--- src/logic/fifo_cfg.svh ---
`ifndef FIFO_CFG_SVH
`define FIFO_CFG_SVH

// ----------------------------------------------------------------------
// fifo geometry
// ----------------------------------------------------------------------

// core address width, depth is 2**width
`define FIFO_ADDR_WIDTH 4

// payload width, the secded code is built for exactly 16 bits
`define FIFO_DATA_WIDTH 16

// ----------------------------------------------------------------------
// read timing
// ----------------------------------------------------------------------

// cycles from core read strobe to returned data, at least 1
`define FIFO_RAM_PIPE 2

// prefetch slots in front of the core
// two more than the read latency so the pipe never stalls on a pop
`define FIFO_PRE_SLOTS (`FIFO_RAM_PIPE + 2)

`endif
--- src/logic/fifo_pkg.sv ---
`default_nettype none

`include "fifo_cfg.svh"

package fifo_pkg;

   // ----------------------------------------------------------------------
   // pointer and level types
   // ----------------------------------------------------------------------

   // one wrap bit above the address so full and empty can be told apart
   typedef logic [`FIFO_ADDR_WIDTH:0] fifo_ptr_t;

   // 0 .. depth, same type for the prog full thresholds
   typedef logic [`FIFO_ADDR_WIDTH:0] fifo_level_t;

   // occupancy from a pointer pair, modulo arithmetic handles the wrap
   function automatic fifo_level_t fifo_level(input fifo_ptr_t wr,
                                              input fifo_ptr_t rd);
      return fifo_level_t'(wr - rd);
   endfunction

endpackage

`default_nettype wire

--- src/logic/ecc_pkg.sv ---
`default_nettype none

`include "fifo_cfg.svh"

package ecc_pkg;

   // ----------------------------------------------------------------------
   // secded codeword
   // ----------------------------------------------------------------------

   // hamming syndrome, also the width of the check field
   typedef logic [4:0] ecc_syndrome_t;

   // 16 data bits, 5 hamming check bits, 1 overall parity bit
   // raw view is what the syndrome logic and the injection flips see,
   // field view is what the encoder packs and the decoder unpacks
   typedef union packed {
      logic [`FIFO_DATA_WIDTH+5:0] raw;        // whole word, data in the low bits
      struct packed {
         logic                       p_all;    // even parity over the other 21 bits
         ecc_syndrome_t              chk;      // check bit k at hamming position 2**k
         logic [`FIFO_DATA_WIDTH-1:0] data;    // payload
      } fld;
   } ecc_codeword_t;

   // raw bit layout
   //    [15:0]  data, placed on the non power of two positions 3,5,6,7,9..
   //    [20:16] check bits for positions 1,2,4,8,16
   //    [21]    overall parity
   //
   // an error in raw bit 0 is a data error at position 3, raw bit 1 at
   // position 5, so injecting on both gives a non-zero syndrome with even
   // overall parity

endpackage

`default_nettype wire

--- src/logic/fwft_fifo.sv ---
`default_nettype none

`include "fifo_cfg.svh"

module fwft_fifo import fifo_pkg::*; (
   input  logic                        clk,
   input  logic                        rst_n,
   input  logic                        wr_en,
   input  logic                        inj_single,   // flip codeword bit 0
   input  logic                        inj_double,   // flip codeword bits 0 and 1
   input  logic                        rd_en,
   input  logic [`FIFO_DATA_WIDTH-1:0] wr_data,
   input  fifo_level_t                 prog_full_assert_cfg,
   input  fifo_level_t                 prog_full_negate_cfg,
   output logic [`FIFO_DATA_WIDTH-1:0] rd_data,
   output logic                        rd_data_val,
   output logic                        empty,
   output logic                        full,
   output logic                        prog_full,
   output logic                        ovf_int,
   output logic                        udf_int,
   output logic                        single_err,
   output logic                        double_err
);

   localparam int               SLOTS     = `FIFO_PRE_SLOTS;
   localparam int               PIPE      = `FIFO_RAM_PIPE;
   localparam int               DATA_W    = `FIFO_DATA_WIDTH;
   localparam logic [SLOTS-1:0] RING_INIT = {{(SLOTS-1){1'b0}}, 1'b1};

   logic [DATA_W-1:0] pre_data [SLOTS];
   logic [SLOTS-1:0]  pre_val;
   logic [SLOTS-1:0]  in_ring, in_ring_dly;         // slot tag at issue / at return
   logic [SLOTS-1:0]  out_ring;                     // slot shown on the output
   logic              core_rd_en, core_rd_val, core_empty;
   logic [DATA_W-1:0] core_rd_data;
   logic              pop;

   assign pop         = rd_en & rd_data_val;
   assign rd_data_val = |(pre_val & out_ring);
   assign empty       = ~rd_data_val;

   // only fetch when the tagged slot is free
   assign core_rd_en = ~core_empty & ~|(in_ring & pre_val);

   // ----------------------------------------------------------------------
   // slot rings
   // ----------------------------------------------------------------------

   always_ff @(posedge clk or negedge rst_n) begin
      if (!rst_n) begin
         in_ring  <= RING_INIT;
         out_ring <= RING_INIT;
      end else begin
         if (core_rd_en) in_ring <= {in_ring[SLOTS-2:0], in_ring[SLOTS-1]};
         if (pop) out_ring <= {out_ring[SLOTS-2:0], out_ring[SLOTS-1]};
      end
   end

   bus_delay #(
      .DELAY_CYCLES (PIPE),
      .BUS_WIDTH    (SLOTS),
      .INIT_VAL     (RING_INIT)
   ) u_tag_delay (
      .clk    (clk),
      .rst_n  (rst_n),
      .inbus  (in_ring),
      .outbus (in_ring_dly)
   );

   // ----------------------------------------------------------------------
   // prefetch slots
   // ----------------------------------------------------------------------

   always_ff @(posedge clk or negedge rst_n) begin
      if (!rst_n) begin
         pre_val <= '0;
      end else begin
         for (int i = 0; i < SLOTS; i++) begin
            if (core_rd_val && in_ring_dly[i]) pre_val[i] <= 1'b1;
            else if (pop && out_ring[i]) pre_val[i] <= 1'b0;
         end
      end
   end

   always_ff @(posedge clk) begin
      for (int i = 0; i < SLOTS; i++) begin
         if (core_rd_val && in_ring_dly[i]) pre_data[i] <= core_rd_data;
      end
   end

   // one-hot mask then or-reduce
   always_comb begin
      rd_data = '0;
      for (int i = 0; i < SLOTS; i++) begin
         rd_data = rd_data | (pre_data[i] & {DATA_W{out_ring[i]}});
      end
   end

   always_ff @(posedge clk or negedge rst_n) begin
      if (!rst_n) begin
         udf_int <= 1'b0;
      end else begin
         udf_int <= rd_en & ~rd_data_val;           // pop with nothing shown
      end
   end

   fifo_core u_core (
      .clk                  (clk),
      .rst_n                (rst_n),
      .wr_en                (wr_en),
      .inj_single           (inj_single),
      .inj_double           (inj_double),
      .rd_en                (core_rd_en),
      .wr_data              (wr_data),
      .prog_full_assert_cfg (prog_full_assert_cfg),
      .prog_full_negate_cfg (prog_full_negate_cfg),
      .rd_data              (core_rd_data),
      .rd_val               (core_rd_val),
      .empty                (core_empty),
      .full                 (full),
      .prog_full            (prog_full),
      .ovf_int              (ovf_int),
      .single_err           (single_err),
      .double_err           (double_err)
   );

   a_rings_onehot : assert property (@(posedge clk) disable iff (!rst_n)
      $onehot(in_ring) && $onehot(out_ring));

   // returned word must find its slot empty
   a_no_overwrite : assert property (@(posedge clk) disable iff (!rst_n)
      core_rd_val |-> ((in_ring_dly & pre_val) == '0));

endmodule

`default_nettype wire

--- src/logic/fifo_core.sv ---
`default_nettype none

`include "fifo_cfg.svh"

module fifo_core import ecc_pkg::*, fifo_pkg::*; (
   input  logic                        clk,
   input  logic                        rst_n,
   input  logic                        wr_en,
   input  logic                        inj_single,
   input  logic                        inj_double,
   input  logic                        rd_en,
   input  logic [`FIFO_DATA_WIDTH-1:0] wr_data,
   input  fifo_level_t                 prog_full_assert_cfg,
   input  fifo_level_t                 prog_full_negate_cfg,
   output logic [`FIFO_DATA_WIDTH-1:0] rd_data,
   output logic                        rd_val,
   output logic                        empty,
   output logic                        full,
   output logic                        prog_full,
   output logic                        ovf_int,
   output logic                        single_err,
   output logic                        double_err
);

   localparam int          ADDR_W = `FIFO_ADDR_WIDTH;
   localparam int          PIPE   = `FIFO_RAM_PIPE;
   localparam fifo_level_t DEPTH  = fifo_level_t'(1 << ADDR_W);

   fifo_ptr_t     wr_ptr, wr_ptr_nxt;
   fifo_ptr_t     rd_ptr, rd_ptr_nxt;
   fifo_level_t   level, level_nxt;
   logic          wr_ok, rd_ok;
   logic [PIPE:0] vld;                              // [0] is the accepted read
   ecc_codeword_t enc_word, wr_word, rd_word;

   // ----------------------------------------------------------------------
   // pointers and flags
   // ----------------------------------------------------------------------

   assign wr_ok = wr_en & ~full;
   assign rd_ok = rd_en & ~empty;

   assign wr_ptr_nxt = wr_ptr + fifo_ptr_t'(wr_ok);
   assign rd_ptr_nxt = rd_ptr + fifo_ptr_t'(rd_ok);

   always_ff @(posedge clk or negedge rst_n) begin
      if (!rst_n) begin
         wr_ptr <= '0;
         rd_ptr <= '0;
      end else begin
         wr_ptr <= wr_ptr_nxt;
         rd_ptr <= rd_ptr_nxt;
      end
   end

   assign level     = fifo_level(wr_ptr, rd_ptr);
   assign level_nxt = fifo_level(wr_ptr_nxt, rd_ptr_nxt);
   assign empty     = (wr_ptr == rd_ptr);
   assign full      = (wr_ptr[ADDR_W] != rd_ptr[ADDR_W]) &&
                      (wr_ptr[ADDR_W-1:0] == rd_ptr[ADDR_W-1:0]);

   // hysteresis, looks at next level so it moves with full and empty
   always_ff @(posedge clk or negedge rst_n) begin
      if (!rst_n) begin
         prog_full <= 1'b0;
      end else if (level_nxt >= prog_full_assert_cfg) begin
         prog_full <= 1'b1;
      end else if (level_nxt < prog_full_negate_cfg) begin
         prog_full <= 1'b0;
      end
   end

   always_ff @(posedge clk or negedge rst_n) begin
      if (!rst_n) begin
         ovf_int <= 1'b0;
      end else begin
         ovf_int <= wr_en & full;                   // dropped write
      end
   end

   // ----------------------------------------------------------------------
   // ecc and storage
   // ----------------------------------------------------------------------

   // injection works on the raw view, bit 0 alone or bits 0 and 1
   assign wr_word.raw = enc_word.raw ^
                        {{($bits(ecc_codeword_t)-2){1'b0}}, inj_double, inj_single | inj_double};

   pipe_ram #(
      .ADDR_W  (ADDR_W),
      .PIPE    (PIPE)
   ) u_ram (
      .clk     (clk),
      .wr_en   (wr_ok),
      .wr_addr (wr_ptr[ADDR_W-1:0]),
      .rd_addr (rd_ptr[ADDR_W-1:0]),
      .wr_word (wr_word),
      .rd_word (rd_word)
   );

   secded_codec u_codec (
      .clk        (clk),
      .rst_n      (rst_n),
      .enc_data   (wr_data),
      .enc_word   (enc_word),
      .dec_word   (rd_word),
      .dec_en     (vld[PIPE-1]),                   // word at the decoder input
      .dec_data   (rd_data),
      .single_err (single_err),
      .double_err (double_err)
   );

   // read valid follows the data through the ram and decoder
   assign vld[0] = rd_ok;

   always_ff @(posedge clk or negedge rst_n) begin
      if (!rst_n) begin
         vld[PIPE:1] <= '0;
      end else begin
         vld[PIPE:1] <= vld[PIPE-1:0];
      end
   end

   assign rd_val = vld[PIPE];

   // ----------------------------------------------------------------------
   // checks
   // ----------------------------------------------------------------------

   a_no_rd_empty : assert property (@(posedge clk) disable iff (!rst_n)
      rd_en |-> !empty);

   a_level_max : assert property (@(posedge clk) disable iff (!rst_n)
      level <= DEPTH);

endmodule

`default_nettype wire

--- src/logic/bus_delay.sv ---
`default_nettype none

module bus_delay #(
   parameter int                   DELAY_CYCLES = 2,
   parameter int                   BUS_WIDTH    = 4,
   parameter logic [BUS_WIDTH-1:0] INIT_VAL     = '0
) (
   input  logic                 clk,
   input  logic                 rst_n,
   input  logic [BUS_WIDTH-1:0] inbus,
   output logic [BUS_WIDTH-1:0] outbus
);

   logic [BUS_WIDTH-1:0] stage [DELAY_CYCLES];

   always_ff @(posedge clk or negedge rst_n) begin
      if (!rst_n) begin
         for (int i = 0; i < DELAY_CYCLES; i++) begin
            stage[i] <= INIT_VAL;                   // every stage, not just the tail
         end
      end else begin
         stage[0] <= inbus;
         for (int i = 1; i < DELAY_CYCLES; i++) begin
            stage[i] <= stage[i-1];
         end
      end
   end

   assign outbus = stage[DELAY_CYCLES-1];

endmodule

`default_nettype wire

--- src/logic/pipe_ram.sv ---
`default_nettype none

module pipe_ram import ecc_pkg::*; #(
   parameter int ADDR_W = 4,
   parameter int PIPE   = 2     // total read latency incl. the decode register
) (
   input  logic              clk,
   input  logic              wr_en,
   input  logic [ADDR_W-1:0] wr_addr,
   input  logic [ADDR_W-1:0] rd_addr,
   input  ecc_codeword_t     wr_word,
   output ecc_codeword_t     rd_word
);

   ecc_codeword_t mem [2**ADDR_W];

   // ----------------------------------------------------------------------
   // write port
   // ----------------------------------------------------------------------

   always_ff @(posedge clk) begin
      if (wr_en) begin
         mem[wr_addr] <= wr_word;
      end
   end

   // ----------------------------------------------------------------------
   // read port
   // ----------------------------------------------------------------------

   // PIPE-1 stages here, the decoder adds the last one
   generate
      if (PIPE < 1) begin : g_bad_pipe
         $error("pipe_ram needs PIPE >= 1");
      end else if (PIPE == 1) begin : g_comb_rd
         assign rd_word = mem[rd_addr];              // decoder register only
      end else begin : g_reg_rd
         ecc_codeword_t stage [PIPE-1];

         always_ff @(posedge clk) begin
            stage[0] <= mem[rd_addr];
            for (int i = 1; i < PIPE - 1; i++) begin
               stage[i] <= stage[i-1];
            end
         end

         assign rd_word = stage[PIPE-2];
      end
   endgenerate

endmodule

`default_nettype wire

--- src/logic/secded_codec.sv ---
`default_nettype none

`include "fifo_cfg.svh"

module secded_codec import ecc_pkg::*; (
   input  logic                        clk,
   input  logic                        rst_n,
   input  logic [`FIFO_DATA_WIDTH-1:0] enc_data,    // write side payload
   output ecc_codeword_t               enc_word,
   input  ecc_codeword_t               dec_word,    // codeword from the ram
   input  logic                        dec_en,      // dec_word is a real read
   output logic [`FIFO_DATA_WIDTH-1:0] dec_data,
   output logic                        single_err,
   output logic                        double_err
);

   localparam int DATA_W = `FIFO_DATA_WIDTH;
   localparam int CW_W   = $bits(ecc_codeword_t);

   ecc_syndrome_t             syn;
   logic                      par_odd;
   logic [DATA_W-1:0]         fixed_data;

   // hamming position of a raw bit index, check bits sit on powers of two
   function automatic int unsigned ham_pos(input int unsigned idx);
      int unsigned pos;
      int unsigned cnt;
      pos = 0;
      cnt = 0;
      if (idx >= DATA_W) begin
         pos = 1 << (idx - DATA_W);
      end else begin
         for (int unsigned p = 1; p < CW_W; p++) begin
            if ((p & (p - 1)) != 0) begin           // skip check positions
               if (cnt == idx) pos = p;
               cnt++;
            end
         end
      end
      return pos;
   endfunction

   // xor of the positions of all set bits, overall parity excluded
   function automatic ecc_syndrome_t raw_syndrome(input logic [CW_W-1:0] w);
      ecc_syndrome_t s;
      s = '0;
      for (int unsigned i = 0; i < CW_W - 1; i++) begin
         if (w[i]) s = s ^ ecc_syndrome_t'(ham_pos(i));
      end
      return s;
   endfunction

   // ----------------------------------------------------------------------
   // encoder
   // ----------------------------------------------------------------------

   always_comb begin
      ecc_codeword_t tmp;
      tmp           = '0;
      tmp.fld.data  = enc_data;
      tmp.fld.chk   = raw_syndrome(tmp.raw);        // check bits still zero here
      tmp.fld.p_all = ^tmp.raw[CW_W-2:0];
      enc_word      = tmp;
   end

   // ----------------------------------------------------------------------
   // decoder
   // ----------------------------------------------------------------------

   assign syn     = raw_syndrome(dec_word.raw);
   assign par_odd = ^dec_word.raw;                  // clean word has even parity

   // a syndrome on a check position leaves the data alone
   always_comb begin
      fixed_data = dec_word.fld.data;
      for (int unsigned i = 0; i < DATA_W; i++) begin
         if (syn == ecc_syndrome_t'(ham_pos(i))) fixed_data[i] = ~fixed_data[i];
      end
   end

   always_ff @(posedge clk) begin
      dec_data <= fixed_data;
   end

   always_ff @(posedge clk or negedge rst_n) begin
      if (!rst_n) begin
         single_err <= 1'b0;
         double_err <= 1'b0;
      end else begin
         single_err <= dec_en & par_odd;
         double_err <= dec_en & ~par_odd & (syn != '0);
      end
   end

endmodule

`default_nettype wire

--- config.mk ---
export PLATFORM = sky130hd
export DESIGN_NAME = fwft_fifo
export DESIGN_NICKNAME = d
export VERILOG_FILES = /design/src/logic/fifo_pkg.sv /design/src/logic/ecc_pkg.sv /design/src/logic/fwft_fifo.sv /design/src/logic/fifo_core.sv /design/src/logic/bus_delay.sv /design/src/logic/pipe_ram.sv /design/src/logic/secded_codec.sv
export VERILOG_INCLUDE_DIRS = /design/src /design/src/logic
export SDC_FILE = /design/constraint.sdc
export NUM_CORES = 1
export LEC_CHECK = 0
export ABC_AREA = 1
export BUFFER_PORTS_ARGS = -buffer_cell sky130_fd_sc_hd__buf_2
export CORE_ASPECT_RATIO = 0.9
export CORE_MARGIN = 2
export CORE_UTILIZATION = 30
export DETAILED_ROUTE_END_ITERATION = 16
export SYNTH_ARGS = -nofsm -noshare
export SYNTH_HDL_FRONTEND = slang
export SYNTH_SLANG_ARGS = --single-unit
--- constraint.sdc ---
create_clock -name clk -period 3.7 [get_ports clk]
set_input_delay 0.185 -clock clk [delete_from_list [all_inputs] [get_ports clk]]
set_output_delay 0.185 -clock clk [all_outputs]
set_load 0.01 [all_outputs]
==> impl_metrics.yaml, run 1 <==
status:
  run_status: "finished, final reports clean"
cts:
  cts_buffers: 46
  clock-sinks: 491
  clockBufferDepth: 3
  cts_max_level: 2
  cts_tree: "built"
  clock_latency_ps: 580
  clk_pin_slew_ps: 70
  cts_root_buf: "clkbuf_16"
finish:
  layout_common_cells: "edfxtp_1 (416), nand2_1 (347), o21ai_0 (155), nor2_1 (145), inv_1 (91)"
  drive_gt1_frac: 0.128
  layout.area.seq_um2: 14200
  multi_input_area_um2: 5410
  fin_nets: 1805
  fillers: 6573
  design_area_um2: 23200
  n_antenna_cell: 0
  area_growth_pct: 14.9
  layout_commonest_cell: "edfxtp_1"
global_routing:
  antenna_found_initial: 3
  grt_max_degree: 179
  grt_pass1_wl_um: 74900
  overflow: 0
  grt_pass1_vias: 12600
  grt.total_usage: 0.139
sta:
  rsz0062_at_grt: "false"
  fin_setup_tns_ps: 0
  max_freq_ghz: 0.294
  period_minus_slack_ps: 3400
  setup_viol: 0
  slew_headroom: 0.0646
  whs_ps: 33.5
  hold_viol: 0
  tightestPinTransition_ps: 1400
  finalCritPeriodShare: 0.920
  clock_skew_ps: 19.6
  setup_ws_ps: 297
  slew_violations: 0
placed_design:
  dpl-instance-area_um2: 21700
  io_buffers: 55
  place_congestion: 0.783
  place_ws_ps: 186
  hpwl_um: 28600
critical_path:
  start_kind: "flop"
  crit_arrival_ps: 3860
  r2r_cells: 17
  cp.required_ps: 4160
  path_class: "flop to flop"
  crit_fanout: 2
  endpoint_kind: "flop"
  r2r_end: "u_core.prog_full"
  r2r_slack_ps: 300
  r2r-start: "u_core.rd_ptr[0]"
routing:
  wl_met1_um: 22100
  ant_nets: 0
  drt-total-wl_um: 49300
  wl_met3_um: 3670
  vias: 13000
  avgRoutedWirePerCell_um: 18.5
  first_iter_violations: 1241
  drc: 0
  firstDrtPassIters: 5
  top_layer: "met5"
  route.met2.wl_um: 22600
  avgViaCountPerCell: 4.86
worst_hold_path:
  min_path_cells: 5
  hold_start: "prog_full_assert_cfg[4]"
  min_to: "u_core.prog_full"
  hold_class: "input pin to flop"
synthesis:
  syn_avg_cell_area_um2: 12.0
  synthArstFlopShare: 0.0754
  yosysUniqueCellTypes: 41
  syn-cell-area_um2: 20200
  synth_edf_count: 416
  ys_seq_area_frac: 0.701
  yosysWarnings: 0
  ys_seq_elements: 491
  synth_nets: 1737
  synth_cells: 1688
  synth_ff_type: "edfxtp_1"
die:
  ios: 56
  initial_utilization: 0.302
  die_w_um: 278
  std_cell_rows: 90
  core-area_um2: 66900
  die_area_um2: 69500
  die_h_um: 250
run:
  drv_cap: 0
pwr:
  power_density_nw_per_um2: 930
  finalPower_mw: 21.6
  power_leakage_nw: 8.42
  vdd_ir_drop_max_mv: 0.607
==> registers in the layout, indices dropped and copies added, names as in the netlist <==
signal and cells:
u_tag_delay.outbus 4, u_core.u_codec.double_err 1, u_core.wr_ptr 5, udf_int 1
u_core.u_ram.mem 352, u_core.prog_full 1, pre_val 4, u_core.u_ram.g_reg_rd.stage 22
u_core.u_codec.single_err 1, u_core.rd_val 1, u_core.ovf_int 1, u_core.vld 1
pre_data 64, out_ring 4, u_core.u_codec.dec_data 16, in_ring 4
u_core.rd_ptr 5, u_tag_delay.stage 4
==> synthesized netlist by cell type (all sizes together), types with 4 or more instances <==
cell type / instances / area (um2)
nand3: 58 / 300
xnor2: 46 / 440
inv: 99 / 372
edfxtp: 416 / 12500
a221oi: 14 / 123
dfstp: 4 / 105
clkbuf: 60 / 225
o211ai: 12 / 90.1
nand2: 354 / 1350
nor2: 171 / 693
nand4: 26 / 163
o221ai: 37 / 324
dfxtp: 38 / 761
o21ai: 158 / 791
o22ai: 30 / 188
nand3b: 9 / 67.6
a21oi: 30 / 150
xor2: 37 / 332
ha: 16 / 200
o21bai: 5 / 37.5
dfrtp: 33 / 826
buf: 23 / 111
==> stage by stage <==
| step | utilization | std cells |
|---|---|---|
| final | 0.348 | 2667 |
| after global routing | 0.348 | 2667 |
| after global placement | 0.324 | 2578 |
| after floorplan | - | 1688 |
| after CTS | 0.347 | 2666 |
| after detailed placement | 0.324 | 2578 |
==> how the worst max path moves through the flow <==
| stage | start | end |
|---|---|---|
| after floorplan | u_core.rd_ptr[2] | u_core.prog_full |
| after global placement | u_core.rd_ptr[0] | u_core.prog_full |
| after detailed placement | u_core.rd_ptr[0] | u_core.prog_full |
| after global routing | u_core.rd_ptr[0] | u_core.prog_full |
| final | u_core.rd_ptr[0] | u_core.prog_full |
| after CTS | u_core.rd_ptr[0] | u_core.prog_full |
==> layer usage <==
metal | track usage | vias up
met5 | 0 | -
met4 | 0.0331 | 2
met3 | 0.0230 | 74
met2 | 0.225 | 410
met1 | 0.196 | 6395
li1 | - | 6080
==> worst max-delay path: stages, from the launching register on <==
cell      delay, ps
dfrtp_4         500
xnor2_2         160
nand4_1         140
o21bai_1        170
inv_1            60
o21ai_0         100
inv_1           100
ha_2            310
ha_1            220
fa_1            510
inv_1            60
ha_1            270
a21oi_1         140
nor2_1           50
o21a_1          160
o21a_1          170
o21ai_1         110
nand2_1          60
==> layout make-up <==
| type | instances | area share |
|---|---|---|
| flip-flops and latches | 491 | 0.610 |
| multi-input cells | 1014 | 0.233 |
| clock buffers | 62 | 0.0566 |
| repair buffers | 103 | 0.0298 |
| inverters | 100 | 0.0163 |
| clock inverters | 23 | 0.00716 |
| well taps | 874 | 0.0470 |
==> repair_timing <==
item	in CTS	in global routing
endpoints found under the setup margin	0	1
endpoints found under the hold margin	35	0
buffers inserted	0	1
gates resized for setup	0	6
hold buffers	3	0
==> cells by family after synthesis <==
group / Yosys count / synth area share
AOI/OAI and AO/OA: 292 / 0.0864
xor gates and xnor gates: 83 / 0.0382
DFF: 491 / 0.701
adders and majority gates: 17 / 0.0109
buffers and inverters: 183 / 0.0352
and+or+nand+nor: 622 / 0.128
==> where the power goes <==
part / switching [mW] / internal, mW / leakage (nW) / total [mW]
sequential: 0.562 / 7.04 / 4.53 / 7.60
clock: 2.03 / 2.58 / 0.730 / 4.61
combinational: 6.23 / 3.17 / 3.16 / 9.40
total: 8.83 / 12.8 / 8.42 / 21.6
Note: power is estimated with default switching activity, not from simulation.
==> inputs of run 2 (changes only) <==
SETUP_SLACK_MARGIN = 0.4   (was unset)
clock period = 3.95 ns   (was 3.7 ns; I/O delays follow)
==> run 2 against run 1 <==
Net effect:
- die area did not move
- sequential power fell by 5.9%
- critical path type unchanged
- critical endpoint unchanged
- hold slack improved by 1.5 ps
- largest power group unchanged
==> impl_metrics.yaml, run 2 (synthesis results as in run 1) <==
sta:
  tightestPinTransition_ps: 1290
  setup_viol: 0
  slew_headroom: 0.138
  hold_viol: 0
  period_minus_slack_ps: 3350
  whs_ps: 35.0
  fin_setup_tns_ps: 0
  clock_skew_ps: 19.1
  setup_ws_ps: 600
  rsz0062_at_grt: "false"
  finalCritPeriodShare: 0.848
  max_freq_ghz: 0.299
  slew_violations: 0
pwr:
  power_leakage_nw: 8.41
  internal-power_mw: 12.3
  vdd_ir_drop_max_mv: 0.765
  switching_share: 0.405
  pwr-share-clk: 0.220
  p_seq_frac: 0.345
  p_comb_frac: 0.435
  p_sw_mw: 8.39
  power_density_nw_per_um2: 887
global_routing:
  grt_max_degree: 179
  antenna_found_initial: 3
  grt.total_usage: 0.141
  grt_pass1_wl_um: 75500
  overflow: 0
  grt_pass1_vias: 12600
finish:
  layout_commonest_cell: "edfxtp_1"
  drive_gt1_frac: 0.131
  fin_nets: 1801
  largest_reg_flops: 352
  area_growth_pct: 15.4
  layout_common_cells: "edfxtp_1 (416), nand2_1 (347), o21ai_0 (153), nor2_1 (145), inv_1 (89)"
  fillers: 6528
  reg_top3: "u_core.u_ram.mem: 352 flops, pre_data: 64 flops, u_core.u_ram.g_reg_rd.stage: 22 flops"
  n_antenna_cell: 0
  largest_register: "u_core.u_ram.mem"
critical_path:
  crit_slowest_cell: "dfrtp_2"
  path_cells: "xnor2_2 > nand4_1 > o21bai_1 > inv_1 > o21ai_4 > inv_2 > ha_4 > ha_4 > xor2_1 > or2_2 > nand2_1 > xnor2_1 > inv_1 > ha_1 > inv_1 > nor2_1 > o21a_1 > o21a_1 > o21ai_1 > nand2_1"
  crit_fanout: 6
  r2r_slack_ps: 600
  cp.required_ps: 4420
  endpoint_kind: "flop"
  path_class: "flop to flop"
  crit_arrival_ps: 3820
  start_kind: "flop"
  path_common_cell: "inv_1"
  cpPeakStageDelay_ps: 470
die:
  die_area_um2: 69500
  std_cell_rows: 90
  initial_utilization: 0.302
  die_h_um: 250
  core-area_um2: 66900
  die_w_um: 278
  ios: 56
routing:
  firstDrtPassIters: 5
  drc: 0
  ant_nets: 0
  avgRoutedWirePerCell_um: 18.6
  vias: 12900
  drt-total-wl_um: 49600
  avgViaCountPerCell: 4.85
  first_iter_violations: 1173
placed_design:
  hpwl_um: 27300
  place_ws_ps: 240
  place_congestion: 0.788
  io_buffers: 55
cts:
  clk_pin_slew_ps: 70
  cts_max_level: 2
  clock_latency_ps: 580
  clock-sinks: 491
  cts_buffers: 47
  cts_tree: "built"
  clockBufferDepth: 3
  cts_root_buf: "clkbuf_16"
status:
  run_status: "finished, final reports clean"
worst_hold_path:
  hold_class: "input pin to flop"
run:
  drv_cap: 0
run 2: cell count changes in the layout (fill, tap and decap cells not counted), sizes merged:
cell and delta:
clkbuf +4, clkinvlp +3, clkinv -9, bufinv +4
buf -5
run 2: per-stage QoR:
| stage | total power, mW | utilization | cell area (um2) | cells |
|---|---|---|---|---|
| detailed placement | 16.0 | 0.323 | 21600 | 2567 |
| CTS | 20.6 | 0.347 | 23200 | 2658 |
| finish | 20.7 | 0.349 | 23300 | 2664 |
| floorplan | 13.4 | - | 20200 | 1688 |
| global placement | 15.8 | 0.323 | 21600 | 2567 |
| global route | 22.2 | 0.349 | 23300 | 2664 |
run 2: timing repair:
| action | 4_1_cts | 5_1_grt |
|---|---|---|
| gates resized for setup | 2 | 20 |
| hold buffers | 3 | 0 |
| endpoints found under the hold margin | 35 | 0 |
| endpoints found under the setup margin | 1 | 1 |
| buffers inserted | 1 | 6 |
| pin swaps | 0 | 4 |
run 2: power groups by stage:
stage | logic, mW | clock network, mW | registers, mW
floorplan | 6.41 | 0 | 6.98
global placement | 8.54 | 0 | 7.21
detailed placement | 8.72 | 0 | 7.26
CTS | 8.77 | 4.65 | 7.15
global route | 10.1 | 4.85 | 7.23
finish | 9.00 | 4.55 | 7.15
run 2: worst paths after layout:
kind,startpoint,to,depth (start not counted)
hold / removal,prog_full_assert_cfg[4],u_core.prog_full,5
max in group asynchronous,rst_n,u_core.rd_ptr[0],2
min in group asynchronous,rst_n,out_ring[2],2
hold reg to reg,u_tag_delay.stage[7],u_tag_delay.outbus[3],0
setup reg to reg,u_core.wr_ptr[1],u_core.prog_full,20
setup / recovery,u_core.wr_ptr[1],u_core.prog_full,20
run 2: critical path: cells and delay by family, from the launching register on:
family	cells	cell delay (ps)
buffers and inverters	4	320
adders and majority gates	3	600
and+or+nand+nor	5	700
xor gates and xnor gates	3	420
DFF	1	470
AOI/OAI and AO/OA	5	740
run 2: final cells by class:
type | count | area [um2] | share of cell area
sequential | 491 | 14200 | 0.608
multi-input combinational | 1014 | 5480 | 0.235
clock buffer | 66 | 1290 | 0.0553
tap | 874 | 1090 | 0.0468
timing repair buffer | 98 | 643 | 0.0275
inverter | 100 | 378 | 0.0162
clock inverter | 21 | 270 | 0.0116
run 2: layer usage:
| metal | part of all wire | vias to the layer above | GRT usage |
|---|---|---|---|
| met2 | 0.46 | 385 | 0.229 |
| li1 | - | 6067 | - |
| met1 | 0.46 | 6418 | 0.196 |
| met4 | 0.015 | 0 | 0.0315 |
| met3 | 0.066 | 60 | 0.0251 |
| met5 | 0 | - | 0 |
